File: config.mk
export PLATFORM = sky130hd
export DESIGN_NAME = sync_fifo_flat
export DESIGN_NICKNAME = d
export VERILOG_FILES = /design/src/include/eeprom_defs.svh /design/src/logic/queue_if.sv /design/src/logic/sync_fifo.sv /design/src/flat_wrapper.sv
export SDC_FILE = /design/constraint.sdc
export NUM_CORES = 1
export LEC_CHECK = 0
export CAP_MARGIN = 20
export CORE_UTILIZATION = 58
export DETAILED_ROUTE_END_ITERATION = 8
export DONT_BUFFER_PORTS = 1
export HOLD_SLACK_MARGIN = 0.05
export PLACE_DENSITY = 0.75
export SLEW_MARGIN = 20
export SYNTH_ARGS = -nofsm -noshare
export SYNTH_HDL_FRONTEND = slang
export SYNTH_SLANG_ARGS = --single-unit
File: constraint.sdc
create_clock -name CLK -period 2.56 [get_ports CLK]
set_clock_uncertainty 0.1 [all_clocks]
set_input_delay 0 -clock CLK [delete_from_list [all_inputs] [get_ports CLK]]
set_output_delay 0 -clock CLK [all_outputs]
set_load 0.05 [all_outputs]
File: src/include/eeprom_defs.svh
`ifndef EEPROM_DEFS_SVH
`define EEPROM_DEFS_SVH

// CLK cycles per quarter SCL period, one bit takes four quarters
`define EE_SCL_QUARTER 4

// control byte prefix of the 24C16 family
`define EE_DEVICE_CODE 4'b1010

// queue depths
`define EE_CMD_DEPTH 4
`define EE_RD_DEPTH 4

`endif

File: src/logic/queue_if.sv
`timescale 1ns/1ps

interface queue_if #(
    parameter type payload_t = logic [7:0]
) ();

    logic     push;
    payload_t push_data;
    logic     full;

    logic     pop;
    payload_t pop_data;    // head entry, valid while empty is low
    logic     empty;

    modport writer (
        output push,
        output push_data,
        input  full
    );

    modport store (
        input  push,
        input  push_data,
        output full,
        input  pop,
        output pop_data,
        output empty
    );

    modport reader (
        output pop,
        input  pop_data,
        input  empty
    );

endinterface

File: src/logic/sync_fifo.sv
`timescale 1ns/1ps

module sync_fifo #(
    parameter type payload_t = logic [7:0],
    parameter int  DEPTH     = 4
) (
    input  logic   CLK,
    input  logic   RESET,
    queue_if.store q
);
    localparam int AW = (DEPTH > 1) ? $clog2(DEPTH) : 1;

    payload_t      mem [DEPTH];
    logic [AW-1:0] wr_ptr;
    logic [AW-1:0] rd_ptr;
    logic [AW:0]   count;
    logic          do_push;
    logic          do_pop;

    assign do_push = q.push & ~q.full;
    assign do_pop  = q.pop & ~q.empty;

    assign q.full     = (count == (AW+1)'(DEPTH));
    assign q.empty    = (count == '0);
    assign q.pop_data = mem[rd_ptr];   // fall-through head

    always_ff @(posedge CLK)
    begin
        if (do_push)
            mem[wr_ptr] <= q.push_data;
    end

    always_ff @(posedge CLK)
    begin
        if (RESET)
        begin
            wr_ptr <= '0;
            rd_ptr <= '0;
            count  <= '0;
        end
        else
        begin
            if (do_push)
                wr_ptr <= (wr_ptr == AW'(DEPTH - 1)) ? '0 : wr_ptr + 1'b1;
            if (do_pop)
                rd_ptr <= (rd_ptr == AW'(DEPTH - 1)) ? '0 : rd_ptr + 1'b1;
            if (do_push && !do_pop)
                count <= count + 1'b1;
            else if (do_pop && !do_push)
                count <= count - 1'b1;
        end
    end

endmodule

File: src/flat_wrapper.sv
// flat-port wrapper written by rule: the top's interface ports become plain ports
module sync_fifo_flat 
#(
    parameter type payload_t = logic [7:0],
    parameter int  DEPTH     = 4
)
  (CLK, RESET, q_push, q_push_data, q_full, q_pop, q_pop_data, q_empty);
  queue_if #(.payload_t(payload_t)) q_i ();
  input  logic CLK;
  input  logic RESET;
  input wire logic [$bits(q_i.push)-1:0] q_push;
  input wire logic [$bits(q_i.push_data)-1:0] q_push_data;
  output wire logic [$bits(q_i.full)-1:0] q_full;
  input wire logic [$bits(q_i.pop)-1:0] q_pop;
  output wire logic [$bits(q_i.pop_data)-1:0] q_pop_data;
  output wire logic [$bits(q_i.empty)-1:0] q_empty;
  assign q_i.push = q_push;
  assign q_i.push_data = q_push_data;
  assign q_full = q_i.full;
  assign q_i.pop = q_pop;
  assign q_pop_data = q_i.pop_data;
  assign q_empty = q_i.empty;
  sync_fifo #(.payload_t(payload_t), .DEPTH(DEPTH)) u_core (.CLK(CLK), .RESET(RESET), .q(q_i));
endmodule
==> impl_metrics.json <==
{
  "outcome": "completed",
  "synth_seq_area_share": 0.684,
  "hold-worst-slack_ns": 0.269,
  "grt_max_degree": 12,
  "root_buffer": "clkbuf_4",
  "numCtsBuffers": 5,
  "grt_pass1_wl_um": 4290,
  "rows": 19,
  "leakage_nw": 0.676,
  "initial_utilization": 0.611,
  "diodes": 0,
  "antenna_left": 0,
  "rsz0062_at_grt": "false",
  "placed_area_um2": 1710,
  "placed_cells": 123,
  "max-cap-violations": 0,
  "vias": 822,
  "slew_headroom": 0.643,
  "insertion_delay_ns": 0.34,
  "yosysWarnings": 0,
  "synth_area_um2": 1670,
  "clkTransAtPathRegs_ns": 0.11,
  "period_minus_slack_ns": 2.35,
  "worstMarginPinSlew_ns": 0.535,
  "hp-class": "input port to flip-flop",
  "drive_gt1_frac": 0.214,
  "synth_nets": 111,
  "setup_viol": 0,
  "design.core.area_um2": 2730,
  "worstSetupPathType": "flip-flop to flip-flop",
  "fp.dieW_um": 55.6,
  "cts_tree": "built",
  "antenna_found_initial": 0,
  "first_pass_iters": 4,
  "dpl.hpwl_um": 1730,
  "drtIter0Drc": 11,
  "post-route-period-util": 0.919,
  "start_kind": "flip-flop",
  "vias_per_cell": 5.75,
  "areaGrowthSynthToFinish_pct": 13.0,
  "postLayoutCellArea_um2": 1890,
  "nets": 130,
  "required_ns": 2.74,
  "htree_levels": 2,
  "io_pins": 22,
  "drt-wirelength-per-cell_um": 18.8,
  "clock_path_buffers": 2,
  "fmax_mhz": 425,
  "grt_pass1_vias": 894,
  "stdcell_count": 143,
  "ys_seq_elements": 41,
  "synth_cells": 92,
  "slew_viol_final": 0,
  "p_per_area_nw_per_um2": 971,
  "ir_worst_vdd_mv": 0.890,
  "io_buffers": 0,
  "end_kind": "flip-flop",
  "hold_violations": 0,
  "die_area_um2": 3100,
  "crit_fanout": 7,
  "p_total_mw": 1.83,
  "cts_setup_buffers": 0,
  "overflow": 0,
  "cts.sinks": 41,
  "gp_congestion": 0.654,
  "drt-total-wl_um": 2690,
  "synth_cell_types": 27,
  "die_height_um": 55.6,
  "setup_tns_ns": 0,
  "cp_data_arrival_time_ns": 2.53,
  "grtUsageTotal": 0.194,
  "synth.avg_cell_area_um2": 18.1,
  "route.detailed.drc": 0
}
## cells in the final DEF (no fill, tap or decap)
master	Yosys	final
clkbuf_4	0	5
mux2i_1	2	2
and3_1	4	4
clkinv_8	1	1
nand2_1	1	1
a21oi_1	2	2
o31ai_2	2	2
nor3_1	2	2
buf_4	0	4
o21ai_0	1	1
mux4_2	8	8
a21oi_2	1	1
or3_1	2	2
nor2_4	1	1
bufinv_8	1	1
inv_1	3	3
fa_1	1	1
ha_1	6	6
or3b_4	0	1
edfxtp_1	32	32
clkbuf_1	1	3
o21ai_1	1	1
dlygate4sd3_1	0	12
nand3_1	2	2
nor2_1	3	3
xor2_1	2	2
dfxtp_1	9	9
## stage by stage
step,util,worst slack (ns)
after floorplan,-,0.307
after global placement,0.627,0.256
after detailed placement,0.627,0.144
after CTS,0.689,0.103
after global routing,0.690,0.140
final,0.690,0.207
## flip-flops by register name, summed over array words and instances (netlist names), named ones only
name	count
u_core.count	3
u_core.wr_ptr	2
u_core.mem	32
u_core.rd_ptr	2
## path summary, 6_finish.rpt
check	startpoint	to	slack, ns	cells after the start
worst max-delay path	u_core.count[2]	u_core.count[2]	0.21	9
worst min-delay path	q_push	u_core.wr_ptr[1]	0.27	3
worst max register to register	u_core.count[2]	u_core.count[2]	0.21	9
worst min register to register	u_core.rd_ptr[0]	flip-flop	0.40	2
## cell usage after synthesis
| master | instances | area (µm²) |
|---|---|---|
| nor2_1 | 3 | 11.3 |
| nor2_4 | 1 | 11.3 |
| buf_1 | 1 | 3.75 |
| ha_1 | 6 | 75.1 |
| edfxtp_1 | 32 | 961 |
| nand2_1 | 1 | 3.75 |
| or3b_1 | 1 | 8.76 |
| buf_2 | 1 | 5.00 |
| buf_6 | 1 | 11.3 |
| fa_1 | 1 | 20.0 |
| inv_1 | 3 | 11.3 |
| nand3_1 | 2 | 10.0 |
| clkinv_8 | 1 | 16.3 |
| clkbuf_1 | 1 | 3.75 |
| nor3_1 | 2 | 10.0 |
| xor2_1 | 2 | 17.5 |
| o21ai_1 | 1 | 5.00 |
| and3_1 | 4 | 25.0 |
| mux2i_1 | 2 | 20.0 |
| dfxtp_1 | 9 | 180 |
| o21ai_0 | 1 | 5.00 |
| bufinv_8 | 1 | 17.5 |
| or3_1 | 2 | 12.5 |
| a21oi_2 | 1 | 8.76 |
| mux4_2 | 8 | 180 |
| a21oi_1 | 2 | 10.0 |
| o31ai_2 | 2 | 25.0 |
## power breakdown
part | internal, mW | switching, mW
Sequential | 0.812 | 0.0774
Combinational | 0.225 | 0.419
Clock | 0.110 | 0.188
## cell families (layout without fill, tap and decap cells)
group / after synthesis / in the layout / synth area share
flip-flops: 41 / 41 / 0.684
XOR/XNOR: 2 / 2 / 0.0105
AND/OR/NAND/NOR: 16 / 16 / 0.0555
buffers and inverters: 9 / 29 / 0.0412
adder cells (fa/ha/maj): 7 / 7 / 0.0570
AO/OA/AOI/OAI: 7 / 7 / 0.0322
multiplexers: 10 / 10 / 0.120
## worst max-delay path: stages, from the launching register on
cell and delay (ns):
dfxtp_1 0.38, or3b_4 0.34, clkinv_8 0.06, nor2_4 0.09
ha_1 0.19, inv_1 0.07, fa_1 0.43, xor2_1 0.17
or3_1 0.31, a21oi_1 0.14
## cell type report
| class | instances | area [µm²] |
|---|---|---|
| Sequential cell | 41 | 1140 |
| Fill cell | 181 | 848 |
| Multi-Input combinational cell | 42 | 462 |
| Timing Repair Buffer | 16 | 150 |
| Clock buffer | 8 | 48.8 |
| Inverter | 5 | 45.0 |
| Tap cell | 31 | 38.8 |
## per-layer routing
| layer | routed length, µm | up-vias | global-route usage |
|---|---|---|---|
| met5 | 0 | - | 0 |
| met4 | 33 | 0 | 0.0643 |
| met3 | 116 | 3 | 0.0744 |
| met2 | 1400 | 21 | 0.325 |
| met1 | 1140 | 409 | 0.231 |
| li1 | - | 389 | - |
## what timing repair did
item / CTS / global route
resized for setup: 0 / 1
hold buffers: 12 / 0
endpoints found under the hold margin: 66 / 0
setup endpoints to repair: 0 / 1
No activity file was read; power rests on OpenSTA's default activity.
