[src/include/eeprom_defs.svh]
`ifndef EEPROM_DEFS_SVH
`define EEPROM_DEFS_SVH

// CLK cycles per quarter SCL period, one bit takes four quarters
`define EE_SCL_QUARTER 4

// control byte prefix of the 24C16 family
`define EE_DEVICE_CODE 4'b1010

// queue depths
`define EE_CMD_DEPTH 4
`define EE_RD_DEPTH 4

`endif

[src/logic/eeprom_pkg.sv]
package eeprom_pkg;

    typedef enum logic {
        EE_WRITE = 1'b0,
        EE_READ  = 1'b1
    } ee_op_t;

    typedef logic [7:0] ee_byte_t;

    // one queued host request
    typedef struct packed {
        ee_op_t      op;
        logic [10:0] addr;
        ee_byte_t    data;   // ignored for reads
    } ee_cmd_t;

endpackage

[src/logic/queue_if.sv]
`timescale 1ns/1ps

interface queue_if #(
    parameter type payload_t = logic [7:0]
) ();

    logic     push;
    payload_t push_data;
    logic     full;

    logic     pop;
    payload_t pop_data;    // head entry, valid while empty is low
    logic     empty;

    modport writer (
        output push,
        output push_data,
        input  full
    );

    modport store (
        input  push,
        input  push_data,
        output full,
        input  pop,
        output pop_data,
        output empty
    );

    modport reader (
        output pop,
        input  pop_data,
        input  empty
    );

endinterface

[src/logic/i2c_eeprom_master.sv]
`timescale 1ns/1ps
`include "eeprom_defs.svh"

module i2c_eeprom_master (
    input  logic    CLK,
    input  logic    RESET,
    queue_if.reader cmd,
    queue_if.writer rdq,
    output logic    scl,
    output logic    sda_low,
    input  logic    sda_in,
    output logic    done,
    output logic    nack_err
);
    import eeprom_pkg::*;

    localparam int QUARTER = `EE_SCL_QUARTER;
    localparam int QW      = (QUARTER > 1) ? $clog2(QUARTER) : 1;

    typedef enum logic [3:0] {
        S_IDLE,
        S_START,
        S_CTRL_W,
        S_ADDR,
        S_DATA,
        S_RSTART,
        S_CTRL_R,
        S_READ,
        S_STOP
    } state_t;

    state_t        state;
    ee_cmd_t       cur;         // command in flight
    logic [QW-1:0] qcnt;
    logic [1:0]    qtr;         // scl low in 0,1 and high in 2,3
    logic [3:0]    bitn;        // 8 is the acknowledge slot
    logic [7:0]    shreg;
    logic          nack;
    logic          tick;
    logic          slot_end;
    logic          sample;
    logic          byte_slot;
    logic          writing;
    logic          bit_low;
    logic          take;

    assign tick      = (qcnt == QW'(QUARTER - 1));
    assign slot_end  = tick && (qtr == 2'd3);
    assign sample    = tick && (qtr == 2'd2);   // middle of scl high
    assign byte_slot = state inside {S_CTRL_W, S_ADDR, S_DATA, S_CTRL_R, S_READ};
    assign writing   = byte_slot && (state != S_READ);
    assign bit_low   = writing && (bitn != 4'd8) && !shreg[7];

    // a read never starts without room for its result
    assign take    = (state == S_IDLE) && !cmd.empty && !rdq.full && !done;
    assign cmd.pop = take;

    assign rdq.push      = done && (cur.op == EE_READ) && !nack_err;
    assign rdq.push_data = shreg;

    // quarter timebase, parked while idle
    always_ff @(posedge CLK)
    begin
        if (RESET || state == S_IDLE)
        begin
            qcnt <= '0;
            qtr  <= 2'd0;
        end
        else if (tick)
        begin
            qcnt <= '0;
            qtr  <= qtr + 2'd1;
        end
        else
        begin
            qcnt <= qcnt + 1'b1;
        end
    end

    always_ff @(posedge CLK)
    begin
        if (RESET)
        begin
            scl     <= 1'b1;
            sda_low <= 1'b0;
        end
        else
        begin
            case (state)
                S_IDLE:
                begin
                    scl     <= 1'b1;
                    sda_low <= 1'b0;
                end
                S_START:
                begin
                    scl     <= 1'b1;
                    sda_low <= qtr[1];   // falls with scl high
                end
                S_RSTART:
                begin
                    scl     <= qtr[1];
                    sda_low <= (qtr == 2'd3);
                end
                S_STOP:
                begin
                    scl     <= qtr[1];
                    sda_low <= (qtr == 2'd1) || (qtr == 2'd2);   // rises in last quarter
                end
                default:
                begin
                    scl <= qtr[1];
                    if (qtr != 2'd0)   // hold through the scl fall
                        sda_low <= bit_low;
                end
            endcase
        end
    end

    always_ff @(posedge CLK)
    begin
        if (RESET)
        begin
            state    <= S_IDLE;
            bitn     <= 4'd0;
            nack     <= 1'b0;
            done     <= 1'b0;
            nack_err <= 1'b0;
        end
        else
        begin
            done     <= 1'b0;
            nack_err <= 1'b0;
            if (take)
            begin
                state <= S_START;
                bitn  <= 4'd0;
                nack  <= 1'b0;
            end
            else if (sample && writing && bitn == 4'd8 && sda_in)
                nack <= 1'b1;
            else if (slot_end)
            begin
                if (byte_slot && bitn != 4'd8)
                    bitn <= bitn + 4'd1;
                else
                begin
                    bitn <= 4'd0;
                    case (state)
                        S_START:  state <= S_CTRL_W;
                        S_CTRL_W: state <= nack ? S_STOP : S_ADDR;
                        S_ADDR:   state <= nack ? S_STOP :
                                           (cur.op == EE_READ) ? S_RSTART : S_DATA;
                        S_RSTART: state <= S_CTRL_R;
                        S_CTRL_R: state <= nack ? S_STOP : S_READ;
                        S_STOP:
                        begin
                            state    <= S_IDLE;
                            done     <= 1'b1;
                            nack_err <= nack;
                        end
                        default:  state <= S_STOP;   // data or read byte finished
                    endcase
                end
            end
        end
    end

    // shared shifter, out on writes and in on the read byte
    always_ff @(posedge CLK)
    begin
        if (take)
            cur <= cmd.pop_data;
        if (slot_end)
        begin
            if (writing && bitn != 4'd8)
                shreg <= {shreg[6:0], 1'b0};
            else if (state == S_START)
                shreg <= {`EE_DEVICE_CODE, cur.addr[10:8], 1'b0};
            else if (state == S_RSTART)
                shreg <= {`EE_DEVICE_CODE, cur.addr[10:8], 1'b1};
            else if (state == S_CTRL_W)
                shreg <= cur.addr[7:0];
            else if (state == S_ADDR)
                shreg <= cur.data;
        end
        else if (sample && state == S_READ && bitn != 4'd8)
            shreg <= {shreg[6:0], sda_in};
    end

endmodule

[src/flat_wrapper.sv]
// flat-port wrapper written by rule: the top's interface ports become plain ports
module i2c_eeprom_master_flat import eeprom_pkg::*;
  (CLK, RESET, scl, sda_low, sda_in, done, nack_err, cmd_pop, cmd_pop_data, cmd_empty, rdq_push, rdq_push_data, rdq_full);
  queue_if cmd_i ();
  queue_if rdq_i ();
  input  logic CLK;
  input  logic RESET;
  output logic scl;
  output logic sda_low;
  input  logic sda_in;
  output logic done;
  output logic nack_err;
  output wire logic [$bits(cmd_i.pop)-1:0] cmd_pop;
  input wire logic [$bits(cmd_i.pop_data)-1:0] cmd_pop_data;
  input wire logic [$bits(cmd_i.empty)-1:0] cmd_empty;
  output wire logic [$bits(rdq_i.push)-1:0] rdq_push;
  output wire logic [$bits(rdq_i.push_data)-1:0] rdq_push_data;
  input wire logic [$bits(rdq_i.full)-1:0] rdq_full;
  assign cmd_pop = cmd_i.pop;
  assign cmd_i.pop_data = cmd_pop_data;
  assign cmd_i.empty = cmd_empty;
  assign rdq_push = rdq_i.push;
  assign rdq_push_data = rdq_i.push_data;
  assign rdq_i.full = rdq_full;
  i2c_eeprom_master u_core (.CLK(CLK), .RESET(RESET), .cmd(cmd_i), .rdq(rdq_i), .scl(scl), .sda_low(sda_low), .sda_in(sda_in), .done(done), .nack_err(nack_err));
endmodule
[config.mk]
export PLATFORM = sky130hd
export DESIGN_NAME = i2c_eeprom_master_flat
export DESIGN_NICKNAME = d
export VERILOG_FILES = /design/src/logic/eeprom_pkg.sv /design/src/logic/queue_if.sv /design/src/logic/i2c_eeprom_master.sv /design/src/flat_wrapper.sv
export VERILOG_INCLUDE_DIRS = /design/src /design/src/include
export SDC_FILE = /design/constraint.sdc
export NUM_CORES = 1
export LEC_CHECK = 0
export ABC_CLOCK_PERIOD_IN_PS = 2300
export BUFFER_PORTS_ARGS = -buffer_cell sky130_fd_sc_hd__buf_4
export CAP_MARGIN = 20
export CELL_PAD_IN_SITES_DETAIL_PLACEMENT = 1
export CELL_PAD_IN_SITES_GLOBAL_PLACEMENT = 2
export CORE_MARGIN = 2
export CORE_UTILIZATION = 32
export DETAILED_ROUTE_END_ITERATION = 10
export PLACE_DENSITY = 0.77
export SETUP_SLACK_MARGIN = 0.5
export SLEW_MARGIN = 20
export SYNTH_ARGS = -nofsm -noshare
export SYNTH_HDL_FRONTEND = slang
export SYNTH_SLANG_ARGS = --single-unit
[constraint.sdc]
create_clock -name CLK -period 2.3 [get_ports CLK]
set_clock_uncertainty 0.2 [all_clocks]
set_input_delay 0.115 -clock CLK [delete_from_list [all_inputs] [get_ports CLK]]
set_output_delay 0.115 -clock CLK [all_outputs]
set_load 0.05 [all_outputs]
==> summary.md, run 1 <==
| Metric | Value |
|---|---|
| R2r startpoint | u_core.state[1]$_SDFFE_PP0P_ |
| Setup TNS | 0 ps |
| Top-Level Pins | 27 |
| R2R Setup Slk | between 100 and 150 ps |
| Largest net degree at the start of global routing | 14 |
| Cells on worst reg2reg path | 5 |
| Total CTS buffers | 5 |
| Most common cell in the synthesized netlist | dfxtp_1 |
| H-tree levels | 2 |
| Avg Cell Area, Syn | 10.2 um^2 |
| Syn Nets | approximately 190 |
| Yosys cell types | roughly 50 |
| Clk_lat worst skew | between 200 and 300 ps |
| Crit-path max FO | 2 |
| CP Cell Sequence | or4_4 > or4_4 > clkinvlp_4 > buf_8 |
| Slowest stage delay, CP | approximately 530 ps |
| Setup WS post-layout | roughly 110 ps |
| Clk sink count | 33 |
| Die Y | 76.7 um |
| DRT Wirelength | around 5 mm |
| Cell Rows | 26 |
| P_sw | between 200 and 300 uW |
| Tcrit/Tclk final | a little over nine tenths |
| CP Class | reg -> out |
| GRT Resource Usage Total | 17.6% |
| WL per Instance | 16.9 um |
| Mapped Area | 1690 um^2 |
| WP data arrival | approximately 1900 ps |
| Sequential cell fraction of total power | 44.8% |
| P&R area growth vs syn | 52.3% |
| Cells after Synth | 166 |
| Via density | 5.21 |
| Layout cell share with drive strength beyond 1 | a little over two fifths |
| Total Power | 1.40 mW |
| Min Hold Slack | 86.7 ps |
| Max-cap viol count | 0 |
| Commonest cells post-synth | dfxtp_1 (17), edfxtp_1 (16), nand2_1 (15), inv_1 (9), nor2_1 (9) |
| Root Driver | clkbuf_8 |
| Worst Hold Launch | rdq_full |
| Yosys reg bits | 33 |
| Max-slew violations | 0 |
| First-pass GRT wire length | 8.14 mm |
| Switching Fraction | 20.1% |
| Pre-antenna DRT Iters | 4 |
| Status | complete, no violations |
| CTS tree | built |
| Overflow after GRT | 0 |
| Top_reg_cell synth | dfxtp_1 |
| Min-delay worst type | in -> reg |
| Vias in the first global route | 1627 |
| Buf+Inv Stages, Crit Path | 2 |
| Syn. warnings | 0 |
| Pwr/cell area | 544 nW/um^2 |
| Place WS | 119 ps |
| Internal power | between 1 and 1.5 mW |
| Die area | 5880 um^2 |
| Worst r2r dst | u_core.cur[7]$_DFFE_PP_ |
| RSZ-0062 raised after global routing | yes |
| Clock Path Buffers | 2 |
| Clock share of power | between 40% and 50% |
| Post-synthesis sequential area ratio | 48.6% |
| CP delay by family, top | simple AND/OR/NAND/NOR gates |
| Worst-case vdd ir drop | 256 uV |
| Leak | 0.936 nW |
| Filler cell count | 568 |
| Die width | 76.7 um |
| Routability cong. | 0.790 |
| Core area | 5110 um^2 |
| Crit path depth | 4 |
| Top post-synthesis cells by area | edfxtp_1 (28%), dfxtp_1 (20%), ha_1 (4.4%), nand2_1 (3.3%), a22o_1 (3.1%) |
| Antenna Nets Post-Route | 0 |
| Detailed Place HPWL | between 3 and 4 mm |
| Initial antenna violation count | 0 |
| Final Hold Vio Count | 0 |
| CP max stage cell | or4_4 |
| Post-synth ARST share | 0% |
| Hold path depth | 4 |
| Worst setup SP type | flip-flop |
| Most used cell, CP | or4_4 |
| Hold path endpoint | u_core.state[2]$_SDFFE_PP0P_ |
| CP Capture Type | primary output |
| EDFF count, synth | 16 |
| Vias | 1538 |
| FMAX | 0.456 GHz |
| Leading area contributor after synthesis | edfxtp_1 |
| Iteration-0 DRC count of the detailed router | 38 |
| Clock-pin slew on the worst setup and hold paths | around 70 ps |
| Final worst path period need | between 2000 and 2500 ps |
| Post-layout util | around half |
| Post-synth top area share | approximately 28% |
| Logic pwr share | 9.1% |
| # diodes | 0 |
| Initial Util | about a third |
| IO Port Bufs | 25 |
| Final setup viols | 0 |
| DR DRC count | 0 |
| WP data required | between 1500 and 2000 ps |
| Nets | 243 |
==> power groups by stage <==
stage               Clock, mW  Combinational (mW)  Sequential, mW
global placement            0              0.0813           0.642
detailed placement          0              0.0842           0.643
floorplan                   0              0.0550           0.639
finish                  0.645               0.127           0.628
CTS                     0.664               0.118           0.627
global route            0.688               0.137           0.628
==> worst max path at each step <==
stage	slack, ps	end	from
after floorplan	130	u_core.cur[0]$_DFFE_PP_	u_core.state[0]$_SDFFE_PP0P_
final	110	cmd_pop	u_core.state[1]$_SDFFE_PP0P_
after global routing	60	cmd_pop	u_core.state[1]$_SDFFE_PP0P_
after CTS	110	cmd_pop	u_core.state[1]$_SDFFE_PP0P_
after detailed placement	120	cmd_pop	u_core.state[0]$_SDFFE_PP0P_
after global placement	190	u_core.rdq.push_data[1]$_DFFE_PP_	u_core.state[2]$_SDFFE_PP0P_
==> registers in the layout (all words and copies together), names as in the netlist <==
register	cells
u_core.nack_err	1
u_core.state	4
u_core.scl	1
u_core.done	1
u_core.nack	1
u_core.rdq.push_data	8
u_core.qtr	2
u_core.sda_low	1
u_core.bitn	4
u_core.cur	8
u_core.qcnt	2
==> layout by cell type (no fill, tap or decap), types with 2 or more instances in the layout <==
cell | Yosys | layout
dfxtp_1 | 17 | 12
nor2b_1 | 5 | 5
a21oi_1 | 7 | 5
o21ai_2 | 0 | 2
clkbuf_8 | 0 | 5
o32ai_1 | 2 | 2
ha_1 | 6 | 3
or3_1 | 2 | 2
o21ai_1 | 0 | 2
nand4b_1 | 2 | 2
nand3b_1 | 2 | 2
xnor2_1 | 2 | 2
a21oi_2 | 0 | 2
dlygate4sd3_1 | 0 | 10
bufinv_16 | 0 | 2
mux2i_1 | 2 | 2
a2111oi_4 | 0 | 2
o22ai_1 | 2 | 2
o21ai_0 | 7 | 3
edfxtp_1 | 16 | 16
nand3_1 | 2 | 2
nand4_1 | 2 | 2
inv_2 | 0 | 2
dfxtp_2 | 0 | 4
nor3_1 | 6 | 5
a22o_1 | 6 | 6
nor2_1 | 9 | 7
nand2_1 | 15 | 14
inv_1 | 9 | 6
ha_4 | 0 | 2
buf_4 | 1 | 46
o31ai_4 | 0 | 3
or4_4 | 2 | 2
buf_8 | 0 | 2
a31oi_1 | 2 | 2
buf_6 | 1 | 3
==> worst register-to-register path: cells and delay by family (launching register included) <==
kind | cells | cell delay, ps
buf+inv | 3 | 370
flops | 1 | 310
simple gates | 2 | 990
==> routing by layer <==
| metal | vias up | share of wire [%] | global-route usage (%) |
|---|---|---|---|
| li1 | 739 | - | - |
| met1 | 767 | 43 | 21.9 |
| met2 | 26 | 52 | 30.0 |
| met3 | 6 | 2.9 | 4.24 |
| met4 | 0 | 1.4 | 5.45 |
| met5 | - | 0 | 0 |
==> through the flow <==
step                instance area (um^2)  std cells
finish                              2570        295
detailed placement                  2060        263
CTS                                 2450        290
floorplan                           1740        166
global placement                    2060        263
global route                        2570        295
==> kinds of logic (layout without fill, tap and decap cells) <==
kind of cell               after synthesis  count (layout)  synth area share (%)
muxes                                    2               2                  1.18
AOI/OAI and AO/OA                       42              42                  19.0
buffers and inverters                   20              79                  5.40
adders and majority gates                6               6                  4.44
and+or+nand+nor                         59              59                  19.6
other                                    1               1                 0.222
xor gates and xnor gates                 3               3                  1.55
DFF                                     33              33                  48.6
==> layout make-up <==
class,count,area [um^2],area share (%)
Clock buffer,5,68.8,2.67
Multi-Input combinational cell,113,956,37.1
Timing Repair Buffer,62,529,20.6
Clock inverter,3,65.1,2.53
Inverter,9,37.5,1.46
Tap cell,70,87.6,3.40
Sequential cell,33,830,32.2
==> what timing repair did <==
item | CTS | global route
hold buffers | 10 | 0
setup buffers | 9 | 5
pin swaps | 4 | 7
endpoints found under the hold margin | 10 | 0
resized for setup | 24 | 20
endpoints found under the setup margin | 35 | 35
Note: power is estimated with default switching activity, not from simulation.
==> run 2, diff against run 1 <==
--- a/config.mk
+++ b/config.mk
@@ -11,6 +11,7 @@
 export CAP_MARGIN = 20
 export CELL_PAD_IN_SITES_DETAIL_PLACEMENT = 1
 export CELL_PAD_IN_SITES_GLOBAL_PLACEMENT = 2
+export CORE_ASPECT_RATIO = 0.5
 export CORE_MARGIN = 2
 export CORE_UTILIZATION = 32
 export DETAILED_ROUTE_END_ITERATION = 10
==> summary.md, run 2 (synthesis gave the netlist of run 1 again) <==
| Metric | Value |
|---|---|
| Antenna Nets Post-Route | 0 |
| WL per Instance | 19.1 um |
| Core area | ~5000 um^2 |
| Commonest non-fill, non-tap cell in the layout | buf_4 |
| Root Driver | clkbuf_8 |
| Clock share of power | 46.7% |
| Die width | roughly 110 um |
| FMAX | 0.451 GHz |
| GRT Resource Usage Total | roughly 18% |
| First-pass GRT wire length | approximately 8.3 mm |
| Pre-antenna DRT Iters | 4 |
| Max-slew violations | 0 |
| Initial Util | about 34% |
| WP data arrival | between 1500 and 2000 ps |
| P_sw | roughly 300 uW |
| WP data required | 1990 ps |
| RSZ-0062 raised after global routing | yes |
| CP Capture Type | primary output |
| IO Port Bufs | 25 |
| Final Hold Vio Count | 0 |
| Clock Path Buffers | 2 |
| Overflow after GRT | 0 |
| Filler cell count | between 500 and 600 |
| CP startpoint | u_core.state[1]$_SDFFE_PP0P_ |
| Clock-pin slew on the worst setup and hold paths | roughly 70 ps |
| Worst setup SP type | flip-flop |
| R2r startpoint | u_core.state[1]$_SDFFE_PP0P_ |
| Layout cell share with drive strength beyond 1 | between 40% and 50% |
| Vias | 1572 |
| Worst r2r dst | u_core.cur[7]$_DFFE_PP_ |
| Sequential cell fraction of total power | 44.0% |
| Internal power | around 1.1 mW |
| Design area | 2590 um^2 |
| Largest net degree at the start of global routing | 17 |
| Reg area | approximately 840 um^2 |
| Routability cong. | roughly 0.78 |
| Setup TNS | 0 ps |
| DR DRC count | 0 |
| Crit-path max FO | 2 |
| DRT Wirelength | 5.68 mm |
| R2R Setup Slk | approximately 100 ps |
| Die area | 5920 um^2 |
| Logic pwr share | 9.2% |
| Tcrit/Tclk final | 96.5% |
| Die Y | 55.4 um |
| Total CTS buffers | 5 |
| Detailed Place HPWL | 3.62 mm |
| Most frequent cells in the layout | buf_4 (49), edfxtp_1 (16), nand2_1 (14), dlygate4sd3_1 (10), dfxtp_1 (10) |
| Leak | 0.957 nW |
| Clk_lat worst skew | 290 ps |
| Status | complete, no violations |
| Cell Area, Placed | 2020 um^2 |
| Total Power | 1.42 mW |
| Worst-case vdd ir drop | 316 uV |
| Top-Level Pins | 27 |
| Max-cap viol count | 0 |
| Min Hold Slack | 109 ps |
| Vias in the first global route | between 1500 and 2000 |
| Worst Hold Launch | rdq_full |
| Cells on worst reg2reg path | 5 |
| Min-delay worst type | in -> reg |
| Iteration-0 DRC count of the detailed router | 61 |
| Area of the multi-input gates | 937 um^2 |
| H-tree levels | 2 |
| P&R area growth vs syn | 53.1% |
| Clk sink count | 33 |
| CTS tree | built |
| Final worst path period need | 2220 ps |
| # diodes | 0 |
| Switching Fraction | 21.4% |
| Via density | 5.28 |
| Hold path depth | 4 |
| Pwr/cell area | about 550 nW/um^2 |
| CP Class | reg -> out |
| Cell Rows | 18 |
| Hold path endpoint | u_core.state[2]$_SDFFE_PP0P_ |
| Initial antenna violation count | 0 |
| Nets | 246 |
| Final setup viols | 0 |
[run 2: timing repair]
action,4_1_cts,5_1_grt
buffers inserted,12,8
hold endpoints to repair,11,0
cloned,0,0
hold buffers,10,0
endpoints found under the setup margin,36,36
pin swaps,2,9
gates resized for setup,23,25
[run 2: worst max path at each step]
stage / to / slack (ps) / depth (start not counted)
2_1_floorplan: u_core.cur[0]$_DFFE_PP_ / 130 / 4
3_3_place_gp: cmd_pop / 160 / 4
3_5_place_dp: u_core.rdq.push_data[4]$_DFFE_PP_ / 70 / 6
4_1_cts: cmd_pop / 90 / 4
5_1_grt: cmd_pop / 60 / 4
6_report: cmd_pop / 80 / 4
[run 2: power by group through the flow]
stage	Clock [mW]	Combinational, mW	Sequential (mW)
3_3_place_gp	0	0.0859	0.643
2_1_floorplan	0	0.0550	0.639
6_report	0.663	0.131	0.625
3_5_place_dp	0	0.0876	0.643
5_1_grt	0.699	0.139	0.626
4_1_cts	0.676	0.114	0.627
[run 2: critical path, stage by stage, from the launching register on]
cell and delay [ps]:
dfxtp_4 350, or4_4 530, or4_4 460, clkinvlp_4 130
buf_8 150
[run 2: area by class of cell]
class | instances | share of cell area, %
clock buffers | 5 | 2.66
clock inverters | 3 | 2.51
inverters | 9 | 1.45
well taps | 70 | 3.38
repair buffers | 65 | 21.3
multi-input cells | 113 | 36.2
flip-flops and latches | 33 | 32.4
[run 2: metrics by stage]
step                util [%]  instances  setup slack [ps]
floorplan                  -        166               131
global placement        40.5        260               162
detailed placement      40.5        260              66.9
CTS                     48.5        290              90.0
global route            51.8        298              62.6
finish                  51.8        298              80.4
[run 2: per-layer routing]
metal | routed length [um] | track usage (%) | share of wire, % | up-vias
met5 | 0 | 0 | 0 | -
met4 | 48 | 4.45 | 0.85 | 0
met3 | 298 | 3.90 | 5.2 | 5
met2 | 2810 | 29.8 | 49 | 38
met1 | 2520 | 25.2 | 44 | 789
li1 | - | - | - | 740
